===== src/rtl/frame_pkg.sv =====
package frame_pkg;

    // ------------------------------
    // frame geometry
    // ------------------------------
    localparam int group_len  = 8;
    localparam int num_groups = 12;
    localparam int pkt_words  = num_groups * group_len;
    localparam int addr_w     = 7;
    localparam int pos_w      = $clog2(group_len);
    localparam int group_w    = addr_w - pos_w;

    // ------------------------------
    // address map
    // ------------------------------
    localparam logic [addr_w-1:0]  data_first      = 7'd7;
    localparam logic [addr_w-1:0]  data_last       = 7'd90;
    // groups below this write control words to address == group
    localparam logic [group_w-1:0] ctrl_low_groups = 4'd7;
    localparam logic [addr_w-1:0]  ctrl_high_base  = 7'd84;
    localparam logic [group_w-1:0] head_group      = 4'd3;
    localparam logic [group_w-1:0] shift_group0    = 4'd5;
    localparam logic [group_w-1:0] shift_group1    = 4'd6;

    // slots, credits, packet phase
    localparam int num_slots    = 2;
    localparam int slot_w       = $clog2(num_slots);
    localparam int init_credits = num_slots;
    localparam int phase_w      = 3;
    localparam logic [phase_w-1:0] prb1_phase = 3'd4;

endpackage


===== src/rtl/word_pkg.sv =====
package word_pkg;

    // ------------------------------
    // sample and word widths
    // ------------------------------
    localparam int sample_w   = 14;
    localparam int lane_w     = 16;
    localparam int num_ant    = 4;
    localparam int shift_w    = 4;
    localparam int word_w     = 64;
    // head, shift ant 0-1, shift ant 2-3
    localparam int ctrl_words = 3;
    localparam int info_w     = ctrl_words * word_w;

    // header fields
    localparam int ch_type_w  = 4;
    localparam int prb_w      = 8;
    localparam int prb_idx_w  = 9;
    localparam int slot_idx_w = 7;
    localparam int sym_idx_w  = 4;
    localparam int hdr_info_w = 8;
    localparam int info_hi_w  = 4;

    // one CPRI write word, either four sample lanes or the header
    typedef union packed {
        logic [num_ant-1:0][lane_w-1:0] lanes;
        struct packed {
            logic [23:0]           pad;
            logic [ch_type_w-1:0]  ch_type;
            logic [prb_w-1:0]      prb0;
            logic [prb_w-1:0]      prb1;
            logic                  cell_idx;
            logic [slot_idx_w-1:0] slot_idx;
            logic [sym_idx_w-1:0]  sym_idx;
            logic [info_hi_w-1:0]  info0;
            logic [info_hi_w-1:0]  info1;
        } head;
    } cpri_word_u;

endpackage


===== src/rtl/sample_repack.sv =====
`timescale 1ns/1ps

module sample_repack
    import word_pkg::*;
    import frame_pkg::*;
(
    input  logic                              clk,
    input  logic                              i_active,
    input  logic [pos_w-1:0]                  i_pos,
    input  logic [num_ant-1:0][sample_w-1:0]  i_data,
    output logic [num_ant-1:0][lane_w-1:0]    o_lanes
);

    logic [num_ant-1:0][sample_w-1:0]   prev_q;
    logic [num_ant-1:0][2*sample_w-1:0] pair;
    // lane k starts 2(k-1) bits into the previous sample
    logic [pos_w:0] offset;

    assign offset = {i_pos - 1'b1, 1'b0};

    for (genvar a = 0; a < num_ant; a++)
    begin : g_pair
        assign pair[a] = {i_data[a], prev_q[a]};
    end

    // ------------------------------
    // 8 x 14 bit in, 7 x 16 bit out
    // ------------------------------
    always_ff @(posedge clk)
    begin
        prev_q <= i_data;
        for (int a = 0; a < num_ant; a++)
        begin
            // position 0 is the slot taken by the control word
            if (i_active && i_pos != '0)
                o_lanes[a] <= pair[a][offset +: lane_w];
            else
                o_lanes[a] <= '0;
        end
    end

    // the previous sample is only valid if the read stream had no gap
    assert property (@(posedge clk)
        i_active && i_pos != '0 |-> $past(i_active) && $past(i_pos) == pos_w'(i_pos - 1'b1))
        else $error("sample_repack: read position out of sequence");

endmodule


===== config.mk =====
export PLATFORM = sky130hd
export DESIGN_NAME = sample_repack
export DESIGN_NICKNAME = d
export VERILOG_FILES = /design/src/rtl/frame_pkg.sv /design/src/rtl/word_pkg.sv /design/src/rtl/sample_repack.sv
export SDC_FILE = /design/constraint.sdc
export NUM_CORES = 1
export LEC_CHECK = 0
export BUFFER_PORTS_ARGS = -buffer_cell sky130_fd_sc_hd__buf_2
export CAP_MARGIN = 20
export CORE_ASPECT_RATIO = 0.9
export CORE_MARGIN = 2
export CORE_UTILIZATION = 25
export DETAILED_ROUTE_END_ITERATION = 16
export PLACE_DENSITY = 0.44
export SETUP_SLACK_MARGIN = 0.15
export SYNTH_ARGS = -nofsm -noshare
export SYNTH_HDL_FRONTEND = slang
export SYNTH_SLANG_ARGS = --single-unit

===== constraint.sdc =====
create_clock -name clk -period 6.5 [get_ports clk]
set_input_delay 1.3 -clock clk [delete_from_list [all_inputs] [get_ports clk]]
set_output_delay 1.3 -clock clk [all_outputs]
set_load 0.005 [all_outputs]

# [Word level (Yosys, flattened, before mapping)]
# Index checks and enable logic that the tools add are counted.
[word_totals] inputBits=61 rom_bits=0 mem_count=0 ramBits=0 regBits=120 latch_bits=0
[classes] n_reduce_logical=2 bitwise=0 addsub=1 n_eq_ne=0 div=0 mul=0 shifts=4 n_mux=0 order_cmp=0
[op_table] cell="$shiftx 28x5->16" n=4
[op_table] cell="$reduce_bool 3->1" n=1
[op_table] cell="$sub 3x1->3 const B" n=1
[op_table] cell="$logic_and 1x1->1" n=1

# [Logic depth before layout (Yosys ltp)]
[logic_depth] ltp_word=2 ltp_mapped=10 mapped_depth_nobuf=5

# [Worst setup path after synthesis]
# No wires, ideal clock.
[synth_timing] path_type="input-to-reg" from="in i_pos[0]" to="reg o_lanes[4] (netlist name)" path_stages=9 required_ns=6.368 slack_ns=3.326 arrival_ns=3.042 n_path_buf=4 cell_sequence="buf_2 > inv_2 > buf_1 > ha_1 > buf_6 > buf_4 > mux2_2 > mux2i_1 > o32ai_1"
[synth_between] elab_chain_len=2
[synth_lines] item="from (decl)" line_no="sample_repack.sv:9" text="input logic [pos_w-1:0] i_pos,"
[synth_lines] item="$sub 3x1->3 or $reduce_bool 3->1 (tied branches)" line_no="sample_repack.sv:19, sample_repack.sv:35"
[synth_lines] item="$shiftx 28x5->16 or $logic_and 1x1->1 (tied branches)" line_no="sample_repack.sv:36, sample_repack.sv:35"
[synth_lines] item="to (signal, indexed assignment)" line_no="sample_repack.sv:36" text="o_lanes[a] <= pair[a][offset +: lane_w];"
[synth_lines] item="to (decl)" line_no="sample_repack.sv:11" text="output logic [num_ant-1:0][lane_w-1:0] o_lanes"
# Several ways; a longest one is shown, not always the timed one.
# A chain may end at the register's enable or synchronous reset.

# [Worst setup path after layout]
[layout_timing] from="in i_pos[0]" to="reg o_lanes[21] (netlist name)"
# Same word-level chain as after synthesis.

==> run_results.csv <==
group,metric,value,unit
power_and_ir_drop,p_leak,2.85,nW
floorplan,die_h,143,um
power_and_ir_drop,peakVddDrop,0.120,mV
setup_path,crit_chain,"buf_4, inv_2, ha_4, buf_4, mux2_2, mux2i_1, o32ai_1",
timing,maxSlewViolCount,0,
setup_path,critPathSlowestCell,"ha_4",
logic_synthesis,postSynthCellCount,480,
cts,clkLatencyLatePin,410,ps
routing,first_pass_iters,4,
routing,vias_per_cell,4.71,
cts,cts_root_buf,"clkbuf_16",
floorplan,die_area,22600,um^2
setup_path,worst-r2r-cell-count,3,
logic_synthesis,synth_fp_nets,543,
global_routing,grt_pass1_wl,23400,um
global_routing,grt_max_degree,63,
cts,cts.sinks,120,
finish,postLayoutCellArea,6730,um^2
cts,clockBufferDepth,2,
min_path,hold_depth,2,
min_path,min_from,"pair[0]",
global_routing,grtUsageTotal,0.137,
timing,skew,9.22,ps
setup_path,end_kind,"flip-flop",
global_routing,grt_overflow,0,
floorplan,io_pins,125,
min_path,min_delay_worst_endpoint,"o_lanes[0]",
placement,gp_congestion,0.784,
setup_path,crit_top_cell,"buf_4",
timing,hold_viol_final,0,
power_and_ir_drop,power.total,2.10,mW
placement,dpl.hpwl,10700,um
logic_synthesis,synth_cell_types,23,
timing,finalCritPeriodShare,0.587,
routing,vias,4177,
cts,cts_tree,"built",
setup_path,cp.arrival,4080,ps
power_and_ir_drop,p_per_area,312,nW/um^2
placement,numPortBuffers,124,
setup_path,worstPathRequired,6760,ps
timing,maxSlewHeadroom,0.299,
run,cap_violations,0,
setup_path,cpLargestDelayFamily,"buffers and inverters",
setup_path,worstReg2RegEnd,"o_lanes[21]",
cts,cts-resized-gates,0,
global_routing,antenna_found_initial,2,
setup_path,critical-path-max-stage-delay,760,ps
logic_synthesis,syn_area,5350,um^2
min_path,hold_path.class,"flip-flop to flip-flop",
routing,drt_iter0_drc,255,
cts,clk_pin_slew_worst_paths,50,ps
cts,cts-buffers-inserted,17,
finish,syn2layout_area_growth,25.8,%
floorplan,coreArea,20900,um^2
routing,wl_per_cell,17.3,um
floorplan,fp-row-count,50,
placement,dpl-instance-area,6150,um^2
logic_synthesis,yosysSeqAreaShare,0.449,
finish,fin_nets,649,
cts,ctsHoldBuffers,0,
routing,wirelength,15300,um
setup_path,critical_path_class,"primary input to flip-flop",
cts,cts_max_level,4,
timing,tightestPinTransition,1050,ps
timing,min_period,3810,ps
finish,drive_gt1_frac,0.416,
run_status,status,"completed",
timing,rsz0062_at_grt,"no",
floorplan,initial_core_util,0.256,
setup_path,rrSetupSlack,5400,ps
routing,drc,0,
timing,finalSetupViolations,0,
timing,fmax,262,MHz
logic_synthesis,yosysWarnings,0,
routing,ant_nets,0,
setup_path,path_buf_inv,3,
setup_path,worstReg2RegStart,"pair[41]",
setup_path,start_kind,"primary input",
timing,setup_tns,0,ps
global_routing,grt_pass1_vias,4279,
cts,cts_setup_buffers,0,
logic_synthesis,ys_seq_elements,120,
floorplan,die_w,158,um
setup_path,crit_path_max_fanout,62,
logic_synthesis,avgSynthCellArea,11.1,um^2
==> stage by stage <==
| stage | hold slack (ps) | setup slack (ps) | std cells | util |
|---|---|---|---|---|
| 2_1_floorplan | 571 | 3330 | 480 | - |
| 3_3_place_gp | 583 | 2280 | 853 | 0.294 |
| 3_5_place_dp | 597 | 2260 | 853 | 0.294 |
| 4_1_cts | 610 | 2680 | 884 | 0.322 |
| 5_1_grt | 626 | 2480 | 885 | 0.322 |
| 6_report | 607 | 2690 | 886 | 0.322 |
==> cell type report <==
type                       count  area, um^2
antenna                        2        5.00
clock buffer                  22         454
clock inverter                 9         125
fill                        2183       14200
inverter                      19        71.3
multi-input combinational    299        2660
sequential                   120        2400
tap                          286         358
timing repair buffer         129         661
==> layout by cell type (no fill, tap or decap) <==
master / synthesis / routed
nor3b_1: 1 / 1
clkbuf_16: 0 / 17
inv_1: 18 / 18
nor3_1: 1 / 1
nor2_1: 64 / 64
o22ai_1: 16 / 16
ha_4: 0 / 1
o21ai_4: 0 / 2
clkbuf_8: 0 / 1
xnor2_2: 0 / 1
o21ai_1: 3 / 1
buf_2: 17 / 123
clkinv_2: 0 / 4
a221oi_1: 8 / 8
o32ai_1: 40 / 40
mux2i_1: 32 / 32
dfxtp_1: 120 / 120
diode_2: 0 / 2
inv_2: 1 / 1
clkinvlp_4: 0 / 2
clkbuf_1: 6 / 4
buf_4: 11 / 6
mux4_2: 16 / 16
a211oi_1: 24 / 24
ha_1: 2 / 1
bufinv_16: 0 / 3
and2_1: 1 / 1
mux2_2: 72 / 72
nor2b_1: 18 / 18
==> worst reg2reg max path, delay by kind of cell (launching register included) <==
kind / cells / cell delay, ps
flip-flops: 1 / 310
multiplexers: 2 / 500
AO/OA/AOI/OAI: 1 / 140
==> metal layers <==
metal	share of wire	wire length [um]	GRT usage	vias to the layer above
met5	0	0	0	-
met4	0.0065	100	0.0413	0
met3	0.068	1040	0.0489	9
met2	0.45	6850	0.206	137
met1	0.48	7350	0.184	2024
li1	-	-	-	2007
==> logic make-up (layout without fill, tap and decap cells) <==
kind of cell    Yosys count  count (layout)  synth area share
compound gates           91              91             0.134
other cells               0               2                 0
simple gates             85              85            0.0694
buf+inv                  61             179            0.0629
xor+xnor                  1               1           0.00164
fa+ha+maj                 2               2           0.00468
flops                   120             120             0.449
mux                     120             120             0.279
==> registers in the layout, summed over array words and instances, names as in the netlist <==
register	cells
o_lanes	64
pair	56
==> how the worst max path moves through the flow <==
stage,start,to,slack (ps),cells past startpoint
3_5_place_dp,i_pos[0],o_lanes[21],2260,7
5_1_grt,i_pos[0],o_lanes[14],2480,7
3_3_place_gp,i_pos[0],o_lanes[21],2280,7
2_1_floorplan,i_pos[0],o_lanes[4],3330,9
6_report,i_pos[0],o_lanes[21],2690,7
4_1_cts,i_pos[0],o_lanes[21],2680,7
==> Yosys cell counts <==
| cell type | instances | area share |
|---|---|---|
| dfxtp_1 | 120 | 0.45 |
| mux2_2 | 72 | 0.15 |
| nor2_1 | 64 | 0.045 |
| o32ai_1 | 40 | 0.065 |
| mux2i_1 | 32 | 0.060 |
| a211oi_1 | 24 | 0.034 |
| inv_1 | 18 | 0.013 |
| nor2b_1 | 18 | 0.021 |
| buf_2 | 17 | 0.016 |
| mux4_2 | 16 | 0.067 |
| o22ai_1 | 16 | 0.019 |
| buf_4 | 11 | 0.015 |
| a221oi_1 | 8 | 0.013 |
| buf_6 | 6 | 0.013 |
| clkbuf_1 | 6 | 0.0042 |
| o21ai_1 | 3 | 0.0028 |
| buf_1 | 2 | 0.0014 |
| ha_1 | 2 | 0.0047 |
| and2_1 | 1 | 0.0012 |
| inv_2 | 1 | 0.00070 |
| nor3_1 | 1 | 0.00093 |
| nor3b_1 | 1 | 0.0014 |
| xnor2_1 | 1 | 0.0016 |
==> power breakdown <==
part | switching [mW] | leakage (nW) | total (mW) | internal [mW]
Clock | 0.321 | 0.280 | 0.928 | 0.607
Sequential | 0.0193 | 1.00 | 0.817 | 0.798
Combinational | 0.187 | 1.56 | 0.354 | 0.167
No activity file was read; power rests on OpenSTA's default activity.
