### src/rtl/frame_pkg.sv
package frame_pkg;

    // ------------------------------
    // frame geometry
    // ------------------------------
    localparam int group_len  = 8;
    localparam int num_groups = 12;
    localparam int pkt_words  = num_groups * group_len;
    localparam int addr_w     = 7;
    localparam int pos_w      = $clog2(group_len);
    localparam int group_w    = addr_w - pos_w;

    // ------------------------------
    // address map
    // ------------------------------
    localparam logic [addr_w-1:0]  data_first      = 7'd7;
    localparam logic [addr_w-1:0]  data_last       = 7'd90;
    // groups below this write control words to address == group
    localparam logic [group_w-1:0] ctrl_low_groups = 4'd7;
    localparam logic [addr_w-1:0]  ctrl_high_base  = 7'd84;
    localparam logic [group_w-1:0] head_group      = 4'd3;
    localparam logic [group_w-1:0] shift_group0    = 4'd5;
    localparam logic [group_w-1:0] shift_group1    = 4'd6;

    // slots, credits, packet phase
    localparam int num_slots    = 2;
    localparam int slot_w       = $clog2(num_slots);
    localparam int init_credits = num_slots;
    localparam int phase_w      = 3;
    localparam logic [phase_w-1:0] prb1_phase = 3'd4;

endpackage

### src/rtl/word_pkg.sv
package word_pkg;

    // ------------------------------
    // sample and word widths
    // ------------------------------
    localparam int sample_w   = 14;
    localparam int lane_w     = 16;
    localparam int num_ant    = 4;
    localparam int shift_w    = 4;
    localparam int word_w     = 64;
    // head, shift ant 0-1, shift ant 2-3
    localparam int ctrl_words = 3;
    localparam int info_w     = ctrl_words * word_w;

    // header fields
    localparam int ch_type_w  = 4;
    localparam int prb_w      = 8;
    localparam int prb_idx_w  = 9;
    localparam int slot_idx_w = 7;
    localparam int sym_idx_w  = 4;
    localparam int hdr_info_w = 8;
    localparam int info_hi_w  = 4;

    // one CPRI write word, either four sample lanes or the header
    typedef union packed {
        logic [num_ant-1:0][lane_w-1:0] lanes;
        struct packed {
            logic [23:0]           pad;
            logic [ch_type_w-1:0]  ch_type;
            logic [prb_w-1:0]      prb0;
            logic [prb_w-1:0]      prb1;
            logic                  cell_idx;
            logic [slot_idx_w-1:0] slot_idx;
            logic [sym_idx_w-1:0]  sym_idx;
            logic [info_hi_w-1:0]  info0;
            logic [info_hi_w-1:0]  info1;
        } head;
    } cpri_word_u;

endpackage

### src/rtl/frame_writer.sv
`timescale 1ns/1ps

module frame_writer
    import word_pkg::*;
    import frame_pkg::*;
(
    input  logic                            clk,
    input  logic                            rst,
    input  logic                            i_active,
    input  logic [pos_w-1:0]                i_pos,
    input  logic [group_w-1:0]              i_group,
    input  logic                            i_frame_last,
    input  logic [num_ant-1:0][lane_w-1:0]  i_lanes,
    input  logic [info_w-1:0]               i_info,
    output logic                            o_wen,
    output logic [addr_w-1:0]               o_waddr,
    output cpri_word_u                      o_wdata,
    output logic                            o_wlast
);

    logic [addr_w-1:0] addr_d;
    logic [word_w-1:0] ctrl_d;
    logic              act_q;
    logic              last_q;
    logic              is_ctrl_q;
    logic [addr_w-1:0] addr_q;
    cpri_word_u        ctrl_q;

    // ------------------------------
    // address map
    // ------------------------------
    always_comb
    begin
        if (i_pos != '0)
            addr_d = data_first + addr_w'(i_group) * addr_w'(group_len - 1)
                     + addr_w'(i_pos) - 1'b1;
        else if (i_group < ctrl_low_groups)
            addr_d = addr_w'(i_group);
        else
            addr_d = addr_w'(i_group) + ctrl_high_base;
    end

    // control word per group
    always_comb
    begin
        case (i_group)
            head_group:   ctrl_d = i_info[0 +: word_w];
            shift_group0: ctrl_d = i_info[word_w +: word_w];
            shift_group1: ctrl_d = i_info[2*word_w +: word_w];
            default:      ctrl_d = '0;
        endcase
    end

    // control side staged one cycle to meet the repacked lanes
    always_ff @(posedge clk)
    begin
        if (rst)
            act_q <= 1'b0;
        else
            act_q <= i_active;
    end

    always_ff @(posedge clk)
    begin
        last_q    <= i_frame_last;
        is_ctrl_q <= (i_pos == '0);
        addr_q    <= addr_d;
        ctrl_q    <= ctrl_d;
    end

    // ------------------------------
    // write port
    // ------------------------------
    always_ff @(posedge clk)
    begin
        if (rst)
        begin
            o_wen   <= 1'b0;
            o_wlast <= 1'b0;
        end
        else
        begin
            o_wen   <= act_q;
            o_wlast <= act_q && last_q;
        end
    end

    always_ff @(posedge clk)
    begin
        o_waddr <= addr_q;
        if (is_ctrl_q)
            o_wdata <= ctrl_q;
        else
            o_wdata.lanes <= i_lanes;
    end

endmodule

### config.mk
export PLATFORM = sky130hd
export DESIGN_NAME = frame_writer
export DESIGN_NICKNAME = d
export VERILOG_FILES = /design/src/rtl/frame_pkg.sv /design/src/rtl/word_pkg.sv /design/src/rtl/frame_writer.sv
export SDC_FILE = /design/constraint.sdc
export NUM_CORES = 1
export LEC_CHECK = 0
export BUFFER_PORTS_ARGS = -buffer_cell sky130_fd_sc_hd__buf_2
export CAP_MARGIN = 5
export CORE_AREA = 4 4 129 131
export CTS_BUF_LIST = sky130_fd_sc_hd__clkbuf_8
export CTS_CLUSTER_DIAMETER = 100
export DETAILED_ROUTE_END_ITERATION = 7
export DIE_AREA = 0 0 133 135
export PLACE_DENSITY = 0.7
export REMOVE_ABC_BUFFERS = 1
export SKIP_CTS_REPAIR_TIMING = 1
export SYNTH_ARGS = -nofsm -noshare
export SYNTH_HDL_FRONTEND = slang
export SYNTH_SLANG_ARGS = --single-unit
### constraint.sdc
create_clock -name clk -period 4.65 [get_ports clk]
set_clock_uncertainty 0.15 [all_clocks]
set_input_delay 0.2325 -clock clk [delete_from_list [all_inputs] [get_ports clk]]
set_output_delay 0.2325 -clock clk [all_outputs]
set_load 0.05 [all_outputs]
## After elaboration in Yosys (flattened, before gate mapping)

Index checks and enable logic that the tools add are counted.

- Mux-type cells: 4
- Equality and inequality tests: 3
- Reduce and logical (&&, ||, !) cells: 3
- Order comparisons: 1
- Add/sub/neg operators: 4
- Multiply operators: 1

Operators with widths:

| operator | count |
|---|---|
| $pmux W64 S3 | 1 |
| $mux W64 | 1 |
| $mux W7 | 2 |
| $eq A4 B3 Y1 const B | 2 |
| $add A3 B7 Y7 const A | 1 |
| $add A4 B7 Y7 const B | 1 |
| $add A7 B3 Y7 | 1 |
| $mul A4 B3 Y7 const B | 1 |
| $sub A7 B1 Y7 const B | 1 |
| $eq A4 B2 Y1 const B | 1 |
| $lt A4 B3 Y1 const B | 1 |
| $logic_not A3 Y1 | 1 |
| $reduce_bool A3 Y1 | 1 |
| $logic_and A1 B1 Y1 | 1 |

- Output and inout port bits: 73
- Bits in registers: 147

## Longest topological paths before layout

- Depth in word-level cells: 5
- Mapped depth: 13
- Gate-level depth less buffers: 13

## Worst setup path before layout

No wires, ideal clock.

- Path type: in2reg
- From: input i_group[1]
- To: register addr_q[6]
- Library setup time: 126 ps
- Stages: 13
- Path slack: 1917 ps
- Arrival time: 2457 ps
- Path through: inv_1 > ha_1 > xnor2_1 > xnor2_1 > fa_1 > inv_1 > ha_1 > inv_1 > fa_1 > nand2b_1 > a21oi_1 > xnor2_1 > mux2i_1

- Longest elaborated chain between the ends: 5
- Elaborated cells between the ends (all ways): 8
- Classes of those cells: 4 x add/sub; 1 x mul; 1 x order compare; 2 x mux

RTL lines:

| element | RTL line | RTL |
|---|---|---|
| start, declared | frame_writer.sv:11 | `input logic [group_w-1:0] i_group,` |
| $mul A4 B3 Y7 | frame_writer.sv:35 | `addr_d = data_first + addr_w'(i_group) * addr_w'(group_len - 1)` |
| $add A3 B7 Y7 | frame_writer.sv:35 |  |
| $add A7 B3 Y7 | frame_writer.sv:36 | `+ addr_w'(i_pos) - 1'b1;` |
| $sub A7 B1 Y7 | frame_writer.sv:36 |  |
| $mux W7 (*) | frame_writer.sv:34 | `if (i_pos != '0)` |
| named net addr_d[6] | frame_writer.sv:21 | `logic [addr_w-1:0] addr_d;` |
| end signal, assigned | frame_writer.sv:67 | `addr_q <= addr_d;` |
| end, declared | frame_writer.sv:26 | `logic [addr_w-1:0] addr_q;` |

The timed path passes the listed nets; every way through them passes the cells marked *.
A chain may end at the register's enable or synchronous reset.

## Worst setup path after layout

- From: input i_group[1]
- To: register ctrl_q[41] (netlist name)

- Longest elaborated chain between the ends: 2
- Elaborated cells between the ends (all ways): 4
- Classes of those cells: 3 x eq/ne; 1 x mux

RTL lines:

| element | RTL line | RTL |
|---|---|---|
| $eq A4 B3 Y1 / $eq A4 B2 Y1 (equally long branches) | frame_writer.sv:46 | `case (i_group)` |
| $pmux W64 S3 (*) | frame_writer.sv:46 |  |
| named net ctrl_d[41] | frame_writer.sv:22 | `logic [word_w-1:0] ctrl_d;` |
| end signal, assigned | frame_writer.sv:68 | `ctrl_q <= ctrl_d;` |
| end, declared | frame_writer.sv:27 | `cpri_word_u ctrl_q;` |

Marks and branches as above.

==> metrics <==
LEAKAGE about 5 nW; sequential power share 44.9%; FMAX between 300 and 400 MHz; Clk pwr share 31.1%; final period utilization roughly 70%; DR vias/cell 4.66; critical path launch point type primary input; internal reg-to-reg setup slack approximately 2.5 ns; Yosys cell types 27; initial antenna violation count 2; Final Core Density about 64%; Post-Syn Instances approximately 500; crit path max fanout 64; die height 135 µm; Yosys top cell by area dfxtp_1; post-layout min period ~3.3 ns; Yosys Warn Count 0; setup TNS 0 ns; final hold violation count 0; io pins 340; Initial Util 36.8%; Worst R2R Start is_ctrl_q; CTS tree yes; Hold Crit Depth 3; status complete, no violations; Core Area 0.0156 mm²; number of setup violations in the final report 0; Filler cells 1173; largest net degree at the start of global routing 65; Syn Area/Cell 11.4 µm²; flops & latches, synth 147; Worst Path Required ~5 ns; Remaining DRCs 0; Min-Delay Path Class primary input to register; Max Transition Viols Final 0; Sw Pwr slightly above 0.9 mW; worst hold start i_pos[0]; synth-to-layout area growth 72.7%; Pwr Density approximately 320 mW/mm²; All-Layer GR Usage between 10% and 20%; Buffers on Ports approximately 340; worst slew pin tran ~1.1 ns; Fin Hold WS about 0.067 ns; critical path type primary input to register; RSZ-0062 raised after global routing false; logic gate share of total power 24.0%; Yosys top cell area share 51.3%; Sw Share about 29%; vias in the first global route about 4800; DR vias between 5000 and 6000; clk buf depth 2; fraction of layout instances using a drive strength above 1 approximately 47%; grt total ovfl 0; internal power 2.23 mW; Hold Path Sink addr_q[0]; Post-DRT Antenna Nets 0; Slew HR about 25%; Worst Reg-to-Reg Cells 2; floorplan row count between 40 and 50; Pre-antenna DRT Iters 4; Clock Latency Late Sink 0.42 ns; DR WL/cell 16.9 µm; first-pass GRT wire length between 20 and 25 mm; Worst-path clk slew roughly 0.08 ns; Final Total Pwr 3.14 mW; Crit. End Element register; WP data arrival 3.52 ns; clock root buffer clkbuf_8; GPL Wtd Cong 0.854; most common cell after layout, fill and taps aside buf_2; worst r2r dst o_wdata[25]; DRT Wirelength about 21 mm; top post-synthesis cells by area dfxtp_1, mux2_2, a22oi_2; htree depth 4; max-cap viol count 0; non-filler cells in the finished layout between 1000 and 1500; Die Width 133 µm; Final #Nets around 1300; Worst setup startpoint i_group[1]; most frequent cells in the layout buf_2, dlygate4sd3_1, dfxtp_1; HPWL after detailed placement 12.5 mm; Seq/Total Area, Yosys between 50% and 60%; VDD IR-drop max between 0.15 and 0.2 mV; Initial DRC Count 193; CTS Sinks 147; Post-Place Cells roughly 1000; Num CTS Buffers 17; Cell Area, Synth 0.00574 mm²; die outline area 0.0180 mm²
==> cells in the mapped netlist, drive strengths merged <==
| library cell | number |
|---|---|
| dfxtp | 147 |
| a22oi | 64 |
| a21oi | 4 |
| and2 | 4 |
| buf | 29 |
| nor2b | 2 |
| xor2 | 3 |
| o21ai | 4 |
| mux2 | 67 |
| inv | 12 |
| nand2b | 1 |
| nor3 | 1 |
| fa | 5 |
| mux2i | 1 |
| nor2 | 2 |
| ha | 19 |
| xnor2 | 4 |
| nand3b | 1 |
| a21o | 1 |
| nand2 | 131 |
==> metal layers <==
layer,routed length (µm),global-route usage (%),vias up,part of all wire [%]
met1,7700,20.2,2767,36
met5,0,0,-,0
li1,-,-,2766,-
met3,1530,6.26,81,7.1
met2,11200,30.2,283,53
met4,918,6.52,0,4.3
==> cells by family after synthesis <==
| family | synth area share [%] |
|---|---|
| flops | 51.3 |
| simple gates | 9.81 |
| compound gates | 13.6 |
| mux | 13.3 |
| buf+inv | 4.97 |
| fa+ha+maj | 5.89 |
| xor+xnor | 1.07 |
==> per-stage QoR <==
step / area, µm² / setup slack (ns)
floorplan: 5500 / 1.88
global placement: 7480 / 1.60
detailed placement: 7480 / 1.51
CTS: 7880 / 1.98
global route: 9910 / 1.21
finish: 9910 / 1.35
==> critical path: stages <==
cell and delay [ns]:
dlygate4sd3_1 0.52, buf_2 0.19, ha_1 0.22, and2_4 0.87
a22oi_2 0.19, dlygate4sd3_1 0.63, nand2_1 0.10, dlygate4sd3_1 0.54
==> flip-flops by register name, indices dropped and copies added, names as in the netlist <==
name       cells
act_q          1
o_waddr        7
o_wen          1
ctrl_q        64
addr_q         7
last_q         1
o_wlast        1
o_wdata       64
is_ctrl_q      1
==> final cells by class <==
cell class | count | area [µm²] | area share, %
multi-input cells | 314 | 2510 | 25.4
well taps | 216 | 270 | 2.73
flip-flops and latches | 147 | 2940 | 29.7
repair buffers | 543 | 3730 | 37.7
clock buffers | 21 | 289 | 2.92
diodes | 2 | 5.00 | 0.0505
inverters | 12 | 45.0 | 0.455
clock inverters | 10 | 108 | 1.09
==> power groups by stage <==
| stage | combinational (mW) | sequential, mW | clock [mW] |
|---|---|---|---|
| 3_5_place_dp | 0.613 | 1.43 | 0 |
| 5_1_grt | 0.805 | 1.42 | 1.06 |
| 3_3_place_gp | 0.602 | 1.43 | 0 |
| 4_1_cts | 0.615 | 1.41 | 0.999 |
| 6_report | 0.755 | 1.41 | 0.977 |
| 2_1_floorplan | 0.157 | 1.65 | 0 |
==> worst max-delay path by stage <==
stage	to	cells after the start
detailed placement	addr_q[6]	14
global placement	addr_q[6]	14
finish	ctrl_q[41]	8
CTS	addr_q[6]	14
floorplan	ctrl_q[17]	5
global route	addr_q[6]	15
Note: power is estimated with default switching activity, not from simulation.
