<file path="src/rtl/frame_pkg.sv">
package frame_pkg;

    // ------------------------------
    // frame geometry
    // ------------------------------
    localparam int group_len  = 8;
    localparam int num_groups = 12;
    localparam int pkt_words  = num_groups * group_len;
    localparam int addr_w     = 7;
    localparam int pos_w      = $clog2(group_len);
    localparam int group_w    = addr_w - pos_w;

    // ------------------------------
    // address map
    // ------------------------------
    localparam logic [addr_w-1:0]  data_first      = 7'd7;
    localparam logic [addr_w-1:0]  data_last       = 7'd90;
    // groups below this write control words to address == group
    localparam logic [group_w-1:0] ctrl_low_groups = 4'd7;
    localparam logic [addr_w-1:0]  ctrl_high_base  = 7'd84;
    localparam logic [group_w-1:0] head_group      = 4'd3;
    localparam logic [group_w-1:0] shift_group0    = 4'd5;
    localparam logic [group_w-1:0] shift_group1    = 4'd6;

    // slots, credits, packet phase
    localparam int num_slots    = 2;
    localparam int slot_w       = $clog2(num_slots);
    localparam int init_credits = num_slots;
    localparam int phase_w      = 3;
    localparam logic [phase_w-1:0] prb1_phase = 3'd4;

endpackage

</file>
<file path="src/rtl/word_pkg.sv">
package word_pkg;

    // ------------------------------
    // sample and word widths
    // ------------------------------
    localparam int sample_w   = 14;
    localparam int lane_w     = 16;
    localparam int num_ant    = 4;
    localparam int shift_w    = 4;
    localparam int word_w     = 64;
    // head, shift ant 0-1, shift ant 2-3
    localparam int ctrl_words = 3;
    localparam int info_w     = ctrl_words * word_w;

    // header fields
    localparam int ch_type_w  = 4;
    localparam int prb_w      = 8;
    localparam int prb_idx_w  = 9;
    localparam int slot_idx_w = 7;
    localparam int sym_idx_w  = 4;
    localparam int hdr_info_w = 8;
    localparam int info_hi_w  = 4;

    // one CPRI write word, either four sample lanes or the header
    typedef union packed {
        logic [num_ant-1:0][lane_w-1:0] lanes;
        struct packed {
            logic [23:0]           pad;
            logic [ch_type_w-1:0]  ch_type;
            logic [prb_w-1:0]      prb0;
            logic [prb_w-1:0]      prb1;
            logic                  cell_idx;
            logic [slot_idx_w-1:0] slot_idx;
            logic [sym_idx_w-1:0]  sym_idx;
            logic [info_hi_w-1:0]  info0;
            logic [info_hi_w-1:0]  info1;
        } head;
    } cpri_word_u;

endpackage

</file>
<file path="src/rtl/header_capture.sv">
`timescale 1ns/1ps

module header_capture
    import word_pkg::*;
    import frame_pkg::*;
(
    input  logic                             clk,
    input  logic                             i_vld,
    input  logic                             i_sop,
    input  logic [phase_w-1:0]               i_phase,
    input  logic [ch_type_w-1:0]             i_ch_type,
    input  logic                             i_cell_idx,
    input  logic [slot_idx_w-1:0]            i_slot_idx,
    input  logic [sym_idx_w-1:0]             i_sym_idx,
    input  logic [prb_idx_w-1:0]             i_prb_idx,
    input  logic [hdr_info_w-1:0]            i_info,
    input  logic [num_ant-1:0][shift_w-1:0]  i_ant_shift,
    output logic [info_w-1:0]                o_info
);

    cpri_word_u head_q;
    cpri_word_u head_d;
    // eight nibbles per antenna, two phase halves of four PRB slots
    logic [num_ant-1:0][7:0][shift_w-1:0] shift_q;
    logic [num_ant-1:0][7:0][shift_w-1:0] shift_d;
    logic [2:0] nib_idx;

    assign nib_idx = {i_phase[phase_w-1], i_prb_idx[1:0]};

    always_comb
    begin
        head_d          = head_q;
        shift_d         = shift_q;
        head_d.head.pad = '0;
        if (i_vld)
        begin
            // common fields follow every word of a phase 0 packet
            if (i_phase == '0)
            begin
                head_d.head.ch_type  = i_ch_type;
                head_d.head.cell_idx = i_cell_idx;
                head_d.head.slot_idx = i_slot_idx;
                head_d.head.sym_idx  = i_sym_idx;
            end
            if (i_sop && i_phase == '0)
            begin
                head_d.head.prb0  = i_prb_idx[prb_w-1:0];
                head_d.head.info0 = i_info[hdr_info_w-1 -: info_hi_w];
            end
            if (i_sop && i_phase == prb1_phase)
            begin
                head_d.head.prb1  = i_prb_idx[prb_w-1:0];
                head_d.head.info1 = i_info[hdr_info_w-1 -: info_hi_w];
            end
            for (int a = 0; a < num_ant; a++)
            begin
                shift_d[a][nib_idx] = i_ant_shift[a];
            end
        end
    end

    always_ff @(posedge clk)
    begin
        head_q  <= head_d;
        shift_q <= shift_d;
    end

    // includes the current word, so the eop word lands in the snapshot
    assign o_info = {shift_d, head_d};

endmodule

</file>
<file path="config.mk">
export PLATFORM = sky130hd
export DESIGN_NAME = header_capture
export DESIGN_NICKNAME = d
export VERILOG_FILES = /design/src/rtl/frame_pkg.sv /design/src/rtl/word_pkg.sv /design/src/rtl/header_capture.sv
export SDC_FILE = /design/constraint.sdc
export NUM_CORES = 1
export LEC_CHECK = 0
export ABC_CLOCK_PERIOD_IN_PS = 1730
export BUFFER_PORTS_ARGS = -buffer_cell sky130_fd_sc_hd__buf_2
export CORE_ASPECT_RATIO = 0.9
export CORE_MARGIN = 2
export CORE_UTILIZATION = 35
export DETAILED_ROUTE_END_ITERATION = 10
export PLACE_DENSITY = 0.65
export SYNTH_ARGS = -nofsm -noshare
export SYNTH_HDL_FRONTEND = slang
export SYNTH_SLANG_ARGS = --single-unit
</file>
<file path="constraint.sdc">
create_clock -name clk -period 1.73 [get_ports clk]
set_input_delay 0 -clock clk [delete_from_list [all_inputs] [get_ports clk]]
set_output_delay 0 -clock clk [all_outputs]
set_load 0.02 [all_outputs]
</file>
# == Word-level counts from Yosys, hierarchy flattened ==
# Index checks and enable logic that the tools add are counted.
# classes
reduce_logical,4
muxes,14
magnitude_cmp,2
n_eq_ne,1
# op_table
cell,count
bitwise mux 32 bit,4
2-to-1 mux 128 bit,1
2-to-1 mux 40 bit,1
2-to-1 mux 4 bit,4
2-to-1 mux 8 bit,2
demux 4 bit (select 3 bit),1
2-to-1 mux 12 bit,1
"< comparator 3 x 4 -> 1 bit, second input constant",1
"== test 3 bit, second input constant",1
">= comparator 3 x 1 -> 1 bit, second input constant",1
logical AND 1 bit,3
logical NOT 3 bit,1
# totals
elab_cells,54
in_bits,55
reg_bits,168
output_inout_bits,192

# == Depth between registers and ports, before layout ==
# depth
word_depth,6
depth_mapped,5
mapped_depth_nobuf,3

# == Least setup slack after synthesis ==
# OpenSTA, ideal clock, no wires.
# synth_path
kind,input to register
start,in i_prb_idx[0]
end,reg shift_q[104] (netlist name)
setup_ns,0.144
path_buffers,2
slack_ns,0.399
arrival_ns,1.187
path_stages,5
t_required_ns,1.586
path_cell_list,buf_6 -> nand2b_4 -> nor3b_4 -> buf_6 -> mux2_2
# synth_between
elab_chain_cells,6
elab_cells_between_ends,7
cone_classes,2 x order compare; 4 x mux; 1 x reduce/logical
# synth_lines
element,line_no,rtl
start: declaration,header_capture.sv:15,"input logic [prb_idx_w-1:0] i_prb_idx,"
< comparator 3 x 4 -> 1 bit (implied by the code) / >= comparator 3 x 1 -> 1 bit (equally long branches),header_capture.sv:57,shift_d[a][nib_idx] = i_ant_shift[a];
logical AND 1 bit (implied by the code),header_capture.sv:57,
2-to-1 mux 4 bit (implied by the code),header_capture.sv:57,
demux 4 bit (select 3 bit) (*),header_capture.sv:57,
bitwise mux 32 bit (*),header_capture.sv:57,
2-to-1 mux 128 bit (*),header_capture.sv:35,if (i_vld)
named net o_info[168],header_capture.sv:18,output logic [info_w-1:0] o_info
end signal: assignment,header_capture.sv:65,shift_q <= shift_d;
end: declaration,header_capture.sv:24,logic [num_ant-1:0][7:0][shift_w-1:0] shift_q;
# The timed path passes the listed nets; every way through them passes the cells marked *.

# == Worst setup path after layout ==
# layout_path
start,in i_phase[2]
end,out o_info[32]
# layout_between
elab_chain_cells,4
# layout_lines
element,line_no,rtl
start: declaration,header_capture.sv:10,"input logic [phase_w-1:0] i_phase,"
logical NOT 3 bit,header_capture.sv:45,if (i_sop && i_phase == '0)
logical AND 1 bit,header_capture.sv:45,
2-to-1 mux 8 bit,header_capture.sv:45,
2-to-1 mux 40 bit,header_capture.sv:35,
end: declaration,header_capture.sv:18,
# Every way passes these cells.

==> impl_results.md <==
- CP max stage cell: nand4b_1
- Hold Slack: ~120 ps
- Placed Cells: 809
- R2r endpoint: shift_q[111]$_DFF_P_
- Count leader, synth: dfxtp_1
- Initial DRC count: between 100 and 150
- Final wirelength: roughly 14 mm
- Fill count: between 1,000 and 1,500
- Slew HR: approximately 58%
- CP max FO: 12
- Worst R2R Path Depth: 1
- Synth unique cells: 21
- Worst hold path startpoint: i_prb_idx[1]
- Crit path depth: 4
- Synth top area cells: dfxtp_1 58%, mux2_2 30%, buf_4 4.0%, mux2_4 2.6%, buf_6 0.78%
- Chip Height: between 100 and 150 um
- Rows: 44
- Routability cong.: 0.767
- Synth top area share: between 50% and 60%
- Worst r2r src: shift_q[111]$_DFF_P_
- Crit-path leading delay family: simple AND/OR/NAND/NOR gates
- Most instantiated cells after synthesis: 168 x dfxtp_1, 157 x mux2_2, 31 x buf_4, 10 x mux2_4, 4 x buf_6
- Area growth syn-to-layout: 39.7%
- Post-Syn Instances: 390
- GR Overflow Total: 0
- CP startpoint: i_phase[2]
- Number of buffers and inverters on the critical path: 2
- Fin Clk Skew: 0 ps
- Mapped cell area: between 0.005 and 0.006 sq mm
- Die area: 0.0177 sq mm
- PostCTS Resize Cnt: 0
- Yosys warning total: 0
- Flops & latches, synth: 168
- Yosys top cell by area: dfxtp_1
- Ports: ~250
- CP Launch Type: primary input
- Mean Syn Cell Area: ~15 sq um
- Leak: between 0.003 and 0.004 uW
- Pin count of the biggest net entering global routing: 17
- Share of cells above drive strength 1: 64.3%
- Clk root buf: clkbuf_16
- Crit Path Class: primary input to output port
- Worst setup margin: between 200 and 250 ps
- Mux share of post-synthesis cell area: about a third
- Final TNS setup: 0 ps
- Via-per-instance ratio: approximately 4.4
- Max Clock Freq: ~670 MHz
- Vias in the first global route: about 4,000
- Nets: 719
- Wire per inst: 16.1 um
- Worst EP arrival: about 1500 ps
- Post-synthesis compound-gate area fraction: 0%
- Clock buffer depth: 2
- Clock Sinks: 168
- Cell mode on critical path: buf_2
- H-tree levels: 4
- Clk slew on worst S/H paths: approximately 60 ps
- Worst Tran Pin Value: ~630 ps
- CTS tree: yes
- Final min period: roughly 1500 ps
- First-pass GRT wire length: 21.6 mm
- Post-placement setup slack: 249 ps
- Total of max-cap violations: 0
- Run status: complete, no violations
- Number of buffers created by CTS: 17
- Gr usage total: 15.9%
- Critical Path RT: about 1700 ps
- Synth Area in Adders: 0%
- Slew Limit Fails: 0
- Asr flop ratio synth: 0%
- Via count: between 3,000 and 4,000
- Die X-Extent: 140 um
- Critical path endpoint category: output port
- Sequential fraction of the synthesis area: about 58%
- Final HPWL DP: 10.1 mm
- Placement Cell Area: between 0.007 and 0.008 sq mm
- Period utilization: ~87%
- Port Buf Inserts: about 220
- CP endpoint: o_info[32]
- Area of the core: 0.0162 sq mm
- RSZ-0062 raised after global routing: false
- Pwr dens: 1540 mW/mm^2
- Reg2reg setup slack: roughly 1000 ps
- Final hold violations: 0
- Simple-gate portion of the synthesized area: under 10%
- Initial antenna violation count: 0
- Post-route cell area: 0.00812 sq mm
- Largest family of logic cells by synthesized area: multiplexers
- Antenna cells: 0
- Clk_lat worst skew: between 400 and 500 ps
- Hold crit path type: primary input to flop
- Worst stage delay on the critical path: between 600 and 700 ps
- Drt drc: 0
- Setup Viol. Count Final: 0
- Top_reg_cell synth: dfxtp_1
- Worst-path cell chain: buf_2 > nand4b_1 > mux2_2 > buf_2
- Initial core utilization: between 30 and 40%
- Post-synthesis xor/xnor area fraction: 0%
- Post-synth EDFFs: 0
- Peak VDD IR: 1130 uV
- Final non-filler cell total: roughly 880
- Post-CTS Repair Setup Buffers: 0
- DRT Pass-1 Iters: 4
- Post-detailed-route count of antenna-violating nets: 0
-- kinds of logic (layout without fill, tap and decap cells) --
| kind of cell | Yosys count | count (layout) |
|---|---|---|
| simple gates | 14 | 14 |
| flops | 168 | 168 |
| mux | 168 | 168 |
| other cells | 1 | 24 |
| buf+inv | 39 | 303 |
-- cells in the final DEF, fill, tap and decap left out --
| cell type | count |
|---|---|
| nand2b_4 | 1 |
| nand4_2 | 1 |
| nand2_1 | 1 |
| and4_1 | 1 |
| mux2_2 | 157 |
| conb_1 | 24 |
| nor4b_4 | 1 |
| buf_2 | 217 |
| nand4b_4 | 1 |
| nor2_1 | 1 |
| clkbuf_16 | 17 |
| mux2_4 | 10 |
| nor3b_4 | 2 |
| clkinv_2 | 2 |
| clkbuf_1 | 2 |
| dlygate4sd3_1 | 43 |
| clkinvlp_4 | 2 |
| nand4b_1 | 1 |
| buf_12 | 4 |
| dfxtp_1 | 168 |
| clkinv_4 | 3 |
| buf_4 | 7 |
| clkbuf_8 | 2 |
| bufinv_16 | 4 |
| mux2_1 | 1 |
| nand4b_2 | 2 |
| nor3_4 | 2 |
-- where the power goes --
| part | internal (uW) | switching, uW |
|---|---|---|
| sequential | 4780 | 198 |
| clock | 2490 | 1480 |
| combinational | 1410 | 2120 |
| total | 8690 | 3800 |
-- state kept, by name (all words and copies together) (netlist names) --
name and flops:
head_q 40, shift_q 128
-- how the worst min path moves through the flow --
stage	endpoint	slack, ps	depth (start not counted)
2_1_floorplan	o_info[114]	160	1
3_3_place_gp	head_q[19]$_DFF_P_	250	2
3_5_place_dp	head_q[11]$_DFF_P_	250	2
4_1_cts	head_q[21]$_DFF_P_	100	2
5_1_grt	head_q[21]$_DFF_P_	100	2
6_report	head_q[21]$_DFF_P_	120	2
-- per-stage QoR --
| stage | utilization (%) | power [uW] |
|---|---|---|
| floorplan | - | 7400 |
| global placement | 43.6 | 8440 |
| detailed placement | 43.6 | 8540 |
| CTS | 50.2 | 12600 |
| global route | 50.2 | 13100 |
| finish | 50.2 | 12500 |
-- what timing repair did --
action / in CTS / in global routing
hold buffers: 43 / 0
setup endpoints to repair: 0 / 0
endpoints found under the hold margin: 166 / 0
-- metal layers --
metal / routed length [um] / part of all wire, % / global-route usage, %
met5: 0 / 0 / 0
met4: 180 / 1.3 / 4.59
met3: 1100 / 7.7 / 7.22
met2: 7030 / 50 / 27.8
met1: 5880 / 41 / 17.5
-- layout make-up --
class                      instances  area [sq um]  area share, %
clock buffer                      21           460           5.67
clock inverter                    11           171           2.11
multi-input combinational        206          2220           27.3
sequential                       168          3360           41.4
tap                              207           259           3.19
timing repair buffer             271          1650           20.3
Power figures use the tool's default switching activity.
